<file path="config.mk">
export PLATFORM = sky130hd
export DESIGN_NAME = exec_stage
export DESIGN_NICKNAME = d
export VERILOG_FILES = /design/src/exec_pkg.sv /design/src/exec_alu.sv /design/src/exec_branch.sv /design/src/exec_store_unit.sv /design/src/exec_flow_ctrl.sv /design/src/exec_stage.sv
export SDC_FILE = /design/constraint.sdc
export NUM_CORES = 1
export LEC_CHECK = 0
export BUFFER_PORTS_ARGS = -buffer_cell sky130_fd_sc_hd__buf_2
export CAP_MARGIN = 20
export CORE_MARGIN = 2
export CORE_UTILIZATION = 45
export CTS_CLUSTER_DIAMETER = 30
export DETAILED_ROUTE_END_ITERATION = 10
export PLACE_DENSITY = 0.64
export SLEW_MARGIN = 5
export SYNTH_ARGS = -nofsm -noshare
export SYNTH_HDL_FRONTEND = slang
export SYNTH_SLANG_ARGS = --single-unit
export TNS_END_PERCENT = 5
</file>
<file path="constraint.sdc">
create_clock -name clk -period 11.08 [get_ports clk]
set_input_delay 0.554 -clock clk [delete_from_list [all_inputs] [get_ports clk]]
set_output_delay 0.554 -clock clk [all_outputs]
set_load 0.01 [all_outputs]
</file>
<file path="src/exec_pkg.sv">
// Execute stage package
// Widths, operation and exception encodings, and the request structs

package exec_pkg;

    ////////////////////////////////////////////////////////////
    // Widths
    ////////////////////////////////////////////////////////////

    localparam int XLEN   = 32;
    localparam int TAG_W  = 3;
    localparam int STRB_W = XLEN / 8;

    typedef logic [XLEN-1:0]   word_t;
    typedef logic [TAG_W-1:0]  tag_t;
    typedef logic [STRB_W-1:0] strobe_t;

    ////////////////////////////////////////////////////////////
    // Encodings
    ////////////////////////////////////////////////////////////

    // Decoded operation from the decode stage
    typedef enum logic [4:0] {
        NOP,
        ADD, SUB, AND, OR, XOR,
        SLL, SRL, SRA,
        SLT, SLTU,
        LUI,
        JAL, JALR,
        BEQ, BNE, BLT, BLTU, BGE, BGEU,
        LB, LBU, LH, LHU, LW,
        SB, SH, SW,
        ECALL, EBREAK
    } op_e;

    typedef enum logic [1:0] {
        USER    = 2'b00,
        MACHINE = 2'b11
    } priv_e;

    // RISC-V mcause numbers
    typedef enum logic [3:0] {
        INST_MISALIGNED   = 4'd0,
        INST_ACCESS_FAULT = 4'd1,
        ILLEGAL_INST      = 4'd2,
        BREAKPOINT        = 4'd3,
        LOAD_ACCESS_FAULT = 4'd5,
        ECALL_U           = 4'd8,
        ECALL_M           = 4'd11
    } exc_code_e;

    // Idle code shares cause 0, exc_raise_o tells the two apart
    localparam exc_code_e NO_EXC = INST_MISALIGNED;

    ////////////////////////////////////////////////////////////
    // Structs
    ////////////////////////////////////////////////////////////

    // One instruction entering the stage
    typedef struct packed {
        word_t pc;
        word_t op1;
        word_t op2;
        word_t op3;     // Branch offset or store data
        op_e   op;
        tag_t  tag;
    } ex_req_t;

    typedef struct packed {
        word_t   addr;
        logic    read_en;
        strobe_t wstrb;
        word_t   wdata;
    } mem_req_t;

    // Faults flagged upstream
    typedef struct packed {
        logic illegal;
        logic misaligned;
        logic inst_fault;
        logic mem_fault;
    } fault_in_t;

endpackage

</file>
<file path="src/exec_alu.sv">
// Execute stage integer ALU
// Arithmetic, logic, shifts and compares with the registered result

`timescale 1ns/10ps

module exec_alu (
    input  logic              clk,
    input  logic              reset_n,
    input  exec_pkg::ex_req_t req_i,
    input  logic              stall_i,
    input  logic              retire_ok_i,
    output exec_pkg::word_t   sum_o,
    output exec_pkg::word_t   result_o,
    output logic              wen_o,
    output exec_pkg::op_e     op_o
);
    import exec_pkg::*;

    word_t       sum2_a;
    word_t       sum2_b;
    word_t       sum2;
    word_t       result;
    logic [4:0]  shamt;
    logic        lt;
    logic        ltu;
    logic        wen;

    ////////////////////////////////////////////////////////////
    // Adders and compares
    ////////////////////////////////////////////////////////////

    // Main adder also feeds the address and jump target
    assign sum_o = req_i.op1 + req_i.op2;

    // Second adder: op1 - op2 for SUB, link address otherwise
    assign sum2_a = (req_i.op == SUB) ? req_i.op1 : req_i.pc;
    assign sum2_b = (req_i.op == SUB) ? -req_i.op2 : word_t'(4);
    assign sum2   = sum2_a + sum2_b;

    assign shamt = req_i.op2[4:0];
    assign lt    = $signed(req_i.op1) < $signed(req_i.op2);
    assign ltu   = req_i.op1 < req_i.op2;

    ////////////////////////////////////////////////////////////
    // Result select
    ////////////////////////////////////////////////////////////

    always_comb begin
        case (req_i.op)
            SUB, JAL, JALR: result = sum2;
            AND:            result = req_i.op1 & req_i.op2;
            OR:             result = req_i.op1 | req_i.op2;
            XOR:            result = req_i.op1 ^ req_i.op2;
            SLL:            result = req_i.op1 << shamt;
            SRL:            result = req_i.op1 >> shamt;
            SRA:            result = $signed(req_i.op1) >>> shamt;
            SLT:            result = {{(XLEN-1){1'b0}}, lt};
            SLTU:           result = {{(XLEN-1){1'b0}}, ltu};
            LUI:            result = req_i.op2;
            // ADD and loads
            default:        result = sum_o;
        endcase
    end

    // Stores and branches write no register
    always_comb begin
        case (req_i.op)
            SB, SH, SW,
            BEQ, BNE, BLT, BLTU, BGE, BGEU: wen = 1'b0;
            default:                        wen = retire_ok_i;
        endcase
    end

    ////////////////////////////////////////////////////////////
    // Output register
    ////////////////////////////////////////////////////////////

    always_ff @(posedge clk or negedge reset_n) begin
        if (!reset_n) begin
            result_o <= '0;
            wen_o    <= 1'b0;
            op_o     <= NOP;
        end else if (!stall_i) begin
            result_o <= result;
            wen_o    <= wen;
            op_o     <= req_i.op;
        end
    end

    // Writeback decodes op_o, so it must stay known
    a_op_known: assert property (
        @(posedge clk) disable iff (!reset_n) !$isunknown(op_o)
    ) else $error("op_o unknown after reset");

endmodule

</file>
<file path="src/exec_branch.sv">
// Execute stage branch unit
// Evaluates branch conditions and computes the jump target

`timescale 1ns/10ps

module exec_branch (
    input  exec_pkg::ex_req_t req_i,
    input  exec_pkg::word_t   sum_i,
    output logic              taken_o,
    output exec_pkg::word_t   target_o
);
    import exec_pkg::*;

    logic eq;
    logic lt;
    logic ltu;

    ////////////////////////////////////////////////////////////
    // Conditions
    ////////////////////////////////////////////////////////////

    assign eq  = req_i.op1 == req_i.op2;
    assign lt  = $signed(req_i.op1) < $signed(req_i.op2);
    assign ltu = req_i.op1 < req_i.op2;

    always_comb begin
        case (req_i.op)
            BEQ:       taken_o = eq;
            BNE:       taken_o = !eq;
            BLT:       taken_o = lt;
            BLTU:      taken_o = ltu;
            BGE:       taken_o = !lt;
            BGEU:      taken_o = !ltu;
            JAL, JALR: taken_o = 1'b1;
            default:   taken_o = 1'b0;
        endcase
    end

    ////////////////////////////////////////////////////////////
    // Target
    ////////////////////////////////////////////////////////////

    // Kill is applied later in flow control
    always_comb begin
        case (req_i.op)
            JALR:    target_o = {sum_i[XLEN-1:1], 1'b0};
            JAL:     target_o = sum_i;
            // Conditional branches are PC relative
            default: target_o = req_i.pc + req_i.op3;
        endcase
    end

endmodule

</file>
<file path="src/exec_store_unit.sv">
// Execute stage load/store unit
// Word address, read enable, byte strobes and store data for the memory port

`timescale 1ns/10ps

module exec_store_unit (
    input  exec_pkg::ex_req_t  req_i,
    input  exec_pkg::word_t    sum_i,
    output exec_pkg::mem_req_t mem_o,
    output logic               mem_active_o
);
    import exec_pkg::*;

    logic [1:0] offset;

    assign offset = sum_i[1:0];

    // Memory is addressed by word
    assign mem_o.addr    = {sum_i[XLEN-1:2], 2'b00};
    assign mem_o.read_en = req_i.op inside {LB, LBU, LH, LHU, LW};

    ////////////////////////////////////////////////////////////
    // Byte strobes
    ////////////////////////////////////////////////////////////

    always_comb begin
        case (req_i.op)
            SB:      mem_o.wstrb = strobe_t'(4'b0001 << offset);
            SH:      mem_o.wstrb = offset[1] ? 4'b1100 : 4'b0011;
            SW:      mem_o.wstrb = 4'b1111;
            default: mem_o.wstrb = 4'b0000;
        endcase
    end

    ////////////////////////////////////////////////////////////
    // Store data
    ////////////////////////////////////////////////////////////

    // Replicate so every lane carries the value
    always_comb begin
        case (req_i.op)
            SB:      mem_o.wdata = {4{req_i.op3[7:0]}};
            SH:      mem_o.wdata = {2{req_i.op3[15:0]}};
            default: mem_o.wdata = req_i.op3;
        endcase
    end

    // Any access qualifies the memory fault
    assign mem_active_o = mem_o.read_en || (mem_o.wstrb != '0);

    always_comb begin
        a_rw_exclusive: assert (!(mem_o.read_en && (mem_o.wstrb != '0)))
            else $error("read and write strobes active together");
    end

endmodule

</file>
<file path="src/exec_flow_ctrl.sv">
// Execute stage flow control
// Tag register, kill detection, jump qualification and exception priority

`timescale 1ns/10ps

module exec_flow_ctrl (
    input  logic                clk,
    input  logic                reset_n,
    input  exec_pkg::ex_req_t   req_i,
    input  exec_pkg::priv_e     priv_i,
    input  exec_pkg::fault_in_t fault_i,
    input  logic                taken_i,
    input  logic                mem_active_i,
    output logic                killed_o,
    output logic                jump_o,
    output logic                exc_raise_o,
    output exec_pkg::exc_code_e exc_code_o,
    output logic                retire_ok_o
);
    import exec_pkg::*;

    tag_t curr_tag;

    // Instruction from a stale flow
    assign killed_o = curr_tag != req_i.tag;

    ////////////////////////////////////////////////////////////
    // Exception priority
    ////////////////////////////////////////////////////////////

    always_comb begin
        exc_raise_o = 1'b0;
        exc_code_o  = NO_EXC;
        if (reset_n && !killed_o) begin
            exc_raise_o = 1'b1;
            if (fault_i.inst_fault) begin
                exc_code_o = INST_ACCESS_FAULT;
            end else if (fault_i.illegal) begin
                exc_code_o = ILLEGAL_INST;
            end else if (fault_i.misaligned) begin
                exc_code_o = INST_MISALIGNED;
            end else if (req_i.op == ECALL) begin
                exc_code_o = (priv_i == USER) ? ECALL_U : ECALL_M;
            end else if (req_i.op == EBREAK) begin
                exc_code_o = BREAKPOINT;
            end else if (fault_i.mem_fault && mem_active_i) begin
                exc_code_o = LOAD_ACCESS_FAULT;
            end else begin
                exc_raise_o = 1'b0;
            end
        end
    end

    ////////////////////////////////////////////////////////////
    // Jump and retire
    ////////////////////////////////////////////////////////////

    // A trap wins over the jump, one tag step per flow change
    assign jump_o      = reset_n && taken_i && !killed_o && !exc_raise_o;
    assign retire_ok_o = !killed_o && !exc_raise_o;

    ////////////////////////////////////////////////////////////
    // Tag register
    ////////////////////////////////////////////////////////////

    always_ff @(posedge clk or negedge reset_n) begin
        if (!reset_n) begin
            curr_tag <= '0;
        end else if (jump_o || exc_raise_o) begin
            curr_tag <= curr_tag + 1'b1;
        end
    end

    a_jump_exc_excl: assert property (
        @(posedge clk) disable iff (!reset_n) !(jump_o && exc_raise_o)
    ) else $error("jump and exception raised together");

endmodule

</file>
<file path="src/exec_stage.sv">
// Execute stage top level
// Connects the ALU, branch, load/store and flow control units

`timescale 1ns/10ps

module exec_stage (
    input  logic                clk,
    input  logic                reset_n,
    input  logic                stall_i,
    input  exec_pkg::ex_req_t   req_i,
    input  exec_pkg::priv_e     priv_i,
    input  exec_pkg::fault_in_t fault_i,
    output exec_pkg::word_t     result_o,
    output logic                wen_o,
    output exec_pkg::op_e       op_o,
    output exec_pkg::mem_req_t  mem_o,
    output logic                killed_o,
    output logic                jump_o,
    output exec_pkg::word_t     target_o,
    output logic                exc_raise_o,
    output exec_pkg::exc_code_e exc_code_o
);
    import exec_pkg::*;

    word_t sum;
    logic  taken;
    logic  mem_active;
    logic  retire_ok;

    exec_alu i_alu (
        .clk         (clk),
        .reset_n     (reset_n),
        .req_i       (req_i),
        .stall_i     (stall_i),
        .retire_ok_i (retire_ok),
        .sum_o       (sum),
        .result_o    (result_o),
        .wen_o       (wen_o),
        .op_o        (op_o)
    );

    exec_branch i_branch (
        .req_i    (req_i),
        .sum_i    (sum),
        .taken_o  (taken),
        .target_o (target_o)
    );

    exec_store_unit i_store_unit (
        .req_i        (req_i),
        .sum_i        (sum),
        .mem_o        (mem_o),
        .mem_active_o (mem_active)
    );

    exec_flow_ctrl i_flow_ctrl (
        .clk          (clk),
        .reset_n      (reset_n),
        .req_i        (req_i),
        .priv_i       (priv_i),
        .fault_i      (fault_i),
        .taken_i      (taken),
        .mem_active_i (mem_active),
        .killed_o     (killed_o),
        .jump_o       (jump_o),
        .exc_raise_o  (exc_raise_o),
        .exc_code_o   (exc_code_o),
        .retire_ok_o  (retire_ok)
    );

endmodule

</file>
Word level (Yosys, flattened, before mapping)
Cells that the tools add are included.
Widths: inputs -> output; s select.
{"block": "totals", "regBits": 41, "latchBits": 0, "ram_bits": 0, "mem_bits_ro": 0, "output_inout_bits": 146, "n_memories": 0}
{"block": "op_classes", "add_sub_neg": 5, "n_mul": 0, "div_mod_pow": 0, "magnitude_cmp": 2, "n_eq_ne": 30, "shifts": 4, "muxes": 24, "bitwise_logic": 3, "reduce_logical": 19}
{"operator": "$pmux 32 s10", "count": 1}
{"operator": "$pmux 32 s2", "count": 2}
{"operator": "$add 32x32->32", "count": 3}
{"operator": "$eq 5x5->1 const B", "count": 14}
{"operator": "$lt 32x32->1", "count": 2}
{"operator": "$mux 32", "count": 2}
{"operator": "$eq 5x4->1 const B", "count": 8}
{"operator": "$and 32x32->32", "count": 1}
{"operator": "$eq 32x32->1", "count": 1}
{"operator": "$neg 32->32", "count": 1}
{"operator": "$or 32x32->32", "count": 1}
{"operator": "$shl 32x5->32", "count": 1}
{"operator": "$shr 32x5->32", "count": 1}
{"operator": "$sshr 32x5->32", "count": 1}
{"operator": "$xor 32x32->32", "count": 1}
{"operator": "$mux 4", "count": 7}
{"operator": "$eq 5x3->1 const B", "count": 4}
{"operator": "$pmux 4 s3", "count": 1}
{"operator": "$eq 5x2->1 const B", "count": 2}
{"operator": "$reduce_or 9->1", "count": 1}
{"operator": "$mux 1", "count": 8}
{"operator": "$pmux 1 s7", "count": 1}
{"operator": "$logic_and 1x1->1", "count": 6}
{"operator": "$logic_not 1->1", "count": 5}
{"operator": "other kinds (11)", "count": 12}

Depth between registers and ports, before layout
{"block": "depth", "word_depth": 16, "mapped_depth": 26, "mapped_depth_nobuf": 21}

Cells and area by module
From an unflattened synthesis, not the netlist that was laid out.
{"block": "hier_totals", "hier_cells": 2247, "area_unflattened_um2": 16285.6}
{"mod": "exec_alu", "instances": 1, "cells_per_inst": 1650, "area_each_um2": 12135.4, "seq_area_each_um2": 950.9}
{"mod": "exec_branch", "instances": 1, "cells_per_inst": 437, "area_each_um2": 2927.8, "seq_area_each_um2": 0.0}
{"mod": "exec_store_unit", "instances": 1, "cells_per_inst": 125, "area_each_um2": 897.1, "seq_area_each_um2": 0.0}
{"mod": "exec_flow_ctrl", "instances": 1, "cells_per_inst": 35, "area_each_um2": 325.3, "seq_area_each_um2": 75.1}

Least setup slack after synthesis
Ideal clock, no wire load.
{"block": "synth_timing", "path_type": "input-to-reg", "startpoint": "in req_i[40] (netlist bit)", "endpoint": "reg i_alu.result_o[29]", "setup_time_ns": 0.123, "t_arrival_ns": 4.804, "path_slack_ns": 6.153, "cell_stages": 22, "n_path_buf": 4, "cell_sequence": "buf_6 -> buf_2 -> inv_2 -> buf_2 -> buf_2 -> ha_1 -> nand2_1 -> nor4_2 -> nand3_1 -> nor3_1 -> xnor2_1 -> nor2_1 -> ha_1 -> a211o_1 -> a2111oi_2 -> o21ai_1 -> a311oi_2 -> o22ai_1 -> a21boi_0 -> a21oi_1 -> mux2i_1 -> o221a_2"}
{"block": "synth_via", "elab_chain_len": 4}
{"item": "start, declared", "line": "exec_stage.sv:10", "rtl": "input exec_pkg::ex_req_t req_i,"}
{"item": "$neg 32->32", "line": "exec_alu.sv:37", "rtl": "assign sum2_b = (req_i.op == SUB) ? -req_i.op2 : word_t'(4);"}
{"item": "$mux 32", "line": "exec_alu.sv:37"}
{"item": "$add 32x32->32", "line": "exec_alu.sv:38", "rtl": "assign sum2 = sum2_a + sum2_b;"}
{"item": "$pmux 32 s10 (*)", "line": "exec_alu.sv:49", "rtl": "case (req_i.op)"}
{"item": "end signal, assigned", "line": "exec_alu.sv:84", "rtl": "result_o <= result;"}
{"item": "end, declared", "line": "exec_alu.sv:13", "rtl": "output exec_pkg::word_t result_o,"}
Every way passes the cells marked *; elsewhere a longest branch is shown, timed or not.
A chain may end at the register's enable or synchronous reset.

Worst setup path after layout
{"block": "layout_timing", "startpoint": "in req_i[3] (netlist bit)", "endpoint": "reg i_alu.result_o[30]"}
{"block": "layout_via", "elab_chain_len": 4}
{"item": "$eq 5x2->1", "line": "exec_alu.sv:36, exec_alu.sv:37, exec_alu.sv:49"}
{"item": "$mux 32, on equally long branches", "line": "exec_alu.sv:36, exec_alu.sv:37"}
{"item": "$add 32x32->32", "line": "exec_alu.sv:38"}
{"item": "$pmux 32 s10 (*)", "line": "exec_alu.sv:49"}
Marked as above.

==> reports/qor.txt <==
Row count = 65
Mapped cell area = 14500 sq um
Predominant post-synthesis flop cell = dfrtp_1
Worst EP required = 11.30 ns
Final Core Density = 51.1%
Final slew viol count = 0
Initial antenna violation count = 4
DRT Pass-1 Iters = 8
Outcome = complete, no violations
Cells after Synth = 2063
Leak Pwr = 7.45 nW
Peak VDD IR = 0.0523 mV
Initial core utilization = 45.8%
Area Overhead vs Synth = 11.6%
Die ar. = 33600 sq um
TritonCTS clock tree = built
Root Buffer = clkbuf_16
Vias post-DR = 17400
Pre-CTS setup slack = 5.21 ns
Average size of a mapped cell = 7.02 sq um
Worst-margin pin slew = 1.14 ns
PwrDens = 77.3 nW/um^2
Global-route wire length before repair = 103000 microns
Most frequent cells in the layout = 287 x buf_2, 216 x nor2_1, 205 x nand2_1
Post-CTS Setup Bufs = 0
Commonest non-fill, non-tap cell in the layout = buf_2
Buf/Inv on CP = 3
CTS Buf Count = 5
Total Power = 1.25 mW
Yosys top cell area share = 13.9%
Final WS setup = 5.38 ns
Post-cts sizing count = 0
Clock transition at path regs = 0.07 ns
Clock Latency Late Sink = 0.31 ns
Crit path cell chain = buf_2 > nand2b_1 > nand3b_1 > buf_4 > buf_4 > o21ai_0 > ha_1 > fa_1 > a211o_1 > o211ai_1 > a22oi_1 > a221o_1 > a21oi_1 > o21ai_0 > a21oi_1 > mux2i_1 > a211oi_1 > a221oi_2
GPL Wtd Cong = 1.07
Share of layout cells above drive strength 1 = 18.8%
Cell variety after synth = 87
# setup viols final = 0
Total global routing overflow = 0
Final hold vios = 0
Nets@finish = 2546
Peak fanout along the critical path = 66
Sequential area share after synthesis = 7.08%
Max Freq = 175 MHz
Hold Crit Class = in -> async
Port Buf Inserts = 288
CTS Hold Bufs = 0
Hold_ws = 0.325 ns
Max incr delay on CP = 0.56 ns
Skew final = 0.000282 ns
Largest net degree at the start of global routing = 75
RSZ-0062 raised after global routing = no
WP data arrival = 5.92 ns
Detailed Route WL = 70600 microns
Clock tree buffer depth = 2
Final worst-path cycle share = 51.4%
Worst Setup Start Kind = primary input
Total negative slack = 0 ns
Initial DRC Count = 2130
Synthesis Warnings = 0
Gr usage total = 40.9%
Final ANT Viol Nets = 0
Post-DP HPWL = 56800 microns
Fill cells = 3231
Drt via density = 6.60
Period minus WS final = 5.70 ns
Io pins = 291
Area contributors post-synth = ha_1 14%, dfrtp_1 7.1%, o21ai_0 6.9%
FF+latch count, synth = 41
Critical Path Slowest Stage Cell = buf_4
Post-synth EDFFs = 0
H-tree depth = 2
Die Ht = 183 microns
Routed wire per std cell = 26.7 microns
Post-synth ARST share = 100%
Slew HR = 24.1%
Kind of critical path = in -> reg
Number of global-route vias before repair = 16000
Largest area contributor in the netlist = ha_1
Die width = 183 microns
Max-cap violations = 0
Top cell family by delay on the critical path = compound AO/OA/AOI/OAI gates
Core region area = 31600 sq um
DR DRC count = 0
Crit path capture type = flop
CTS Sinks = 41
## flip-flops by register name, indices dropped and copies added (netlist names)
signal	flops
i_alu.result_o	32
i_alu.wen_o	1
i_alu.op_o	5
i_flow_ctrl.curr_tag	3
## kinds of logic (layout without fill, tap and decap cells)
logic type               Yosys count  in the layout  share of synthesized area (%)
adder cells (fa/ha/maj)          164            164                           14.3
AO/OA/AOI/OAI                    709            709                           31.6
other                              1              3                         0.0259
AND/OR/NAND/NOR                  640            640                           20.3
buffers and inverters            268            442                           7.60
flip-flops                        41             41                           7.08
multiplexers                     126            126                           12.2
XOR/XNOR                         114            114                           6.89
## layer usage
metal | vias to the layer above | track usage, % | part of all wire (%)
met5 | - | 0 | 0.074
met4 | 6 | 18.6 | 5.1
met3 | 190 | 8.24 | 11
met2 | 1092 | 62.6 | 43
met1 | 8257 | 55.3 | 41
li1 | 7892 | - | -
## through the flow
stage,instances,instance area (sq um)
after CTS,2640,16200
after detailed placement,2632,16000
after global routing,2640,16200
final,2641,16200
after floorplan,2064,14500
after global placement,2632,16000
## cells in the mapped netlist (all sizes together), types with 20 or more instances
cell type and instances:
a21oi 170, o21ai 200, nor3 36, inv 121
buf 60, xnor2 84, nand2b 35, nand2 206
a211oi 34, mux2i 59, dfrtp 41, nand3 34
mux2 29, clkbuf 87, nor4 20, a221oi 24
o22ai 31, nor2 219, a22oi 23, xor2 30
o211ai 25, a21o 51, ha 161, mux4 38
## worst paths after layout
| kind | from | endpoint | slack, ns | depth (start not counted) |
|---|---|---|---|---|
| max | req_i[3] | i_alu.result_o[30] | 5.38 | 18 |
| min | reset_n | i_alu.result_o[30] | 0.33 | 2 |
| max reg2reg | i_flow_ctrl.curr_tag[0] | i_flow_ctrl.curr_tag[1] | 9.18 | 5 |
| min reg2reg | i_alu.result_o[7] | i_alu.result_o[7] | 0.48 | 1 |
| max in group asynchronous | reset_n | i_alu.result_o[1] | 10.32 | 2 |
| min in group clk | i_alu.result_o[7] | i_alu.result_o[7] | 0.48 | 1 |
## final cells by class
class	instances	area, sq um	share of cell area [%]
multi-input cells	1755	12400	76.6
clock inverters	1	8.76	0.0542
flip-flops and latches	41	1030	6.35
clock buffers	7	153	0.944
well taps	402	503	3.11
diodes	1	2.50	0.0155
inverters	121	454	2.81
repair buffers	313	1630	10.1
## power by group
group	total [mW]	leakage, nW	internal [mW]	switching, mW
logic	0.881	6.88	0.314	0.567
registers	0.198	0.487	0.179	0.0198
clock network	0.171	0.0805	0.0970	0.0739
Power figures use the tool's default switching activity.
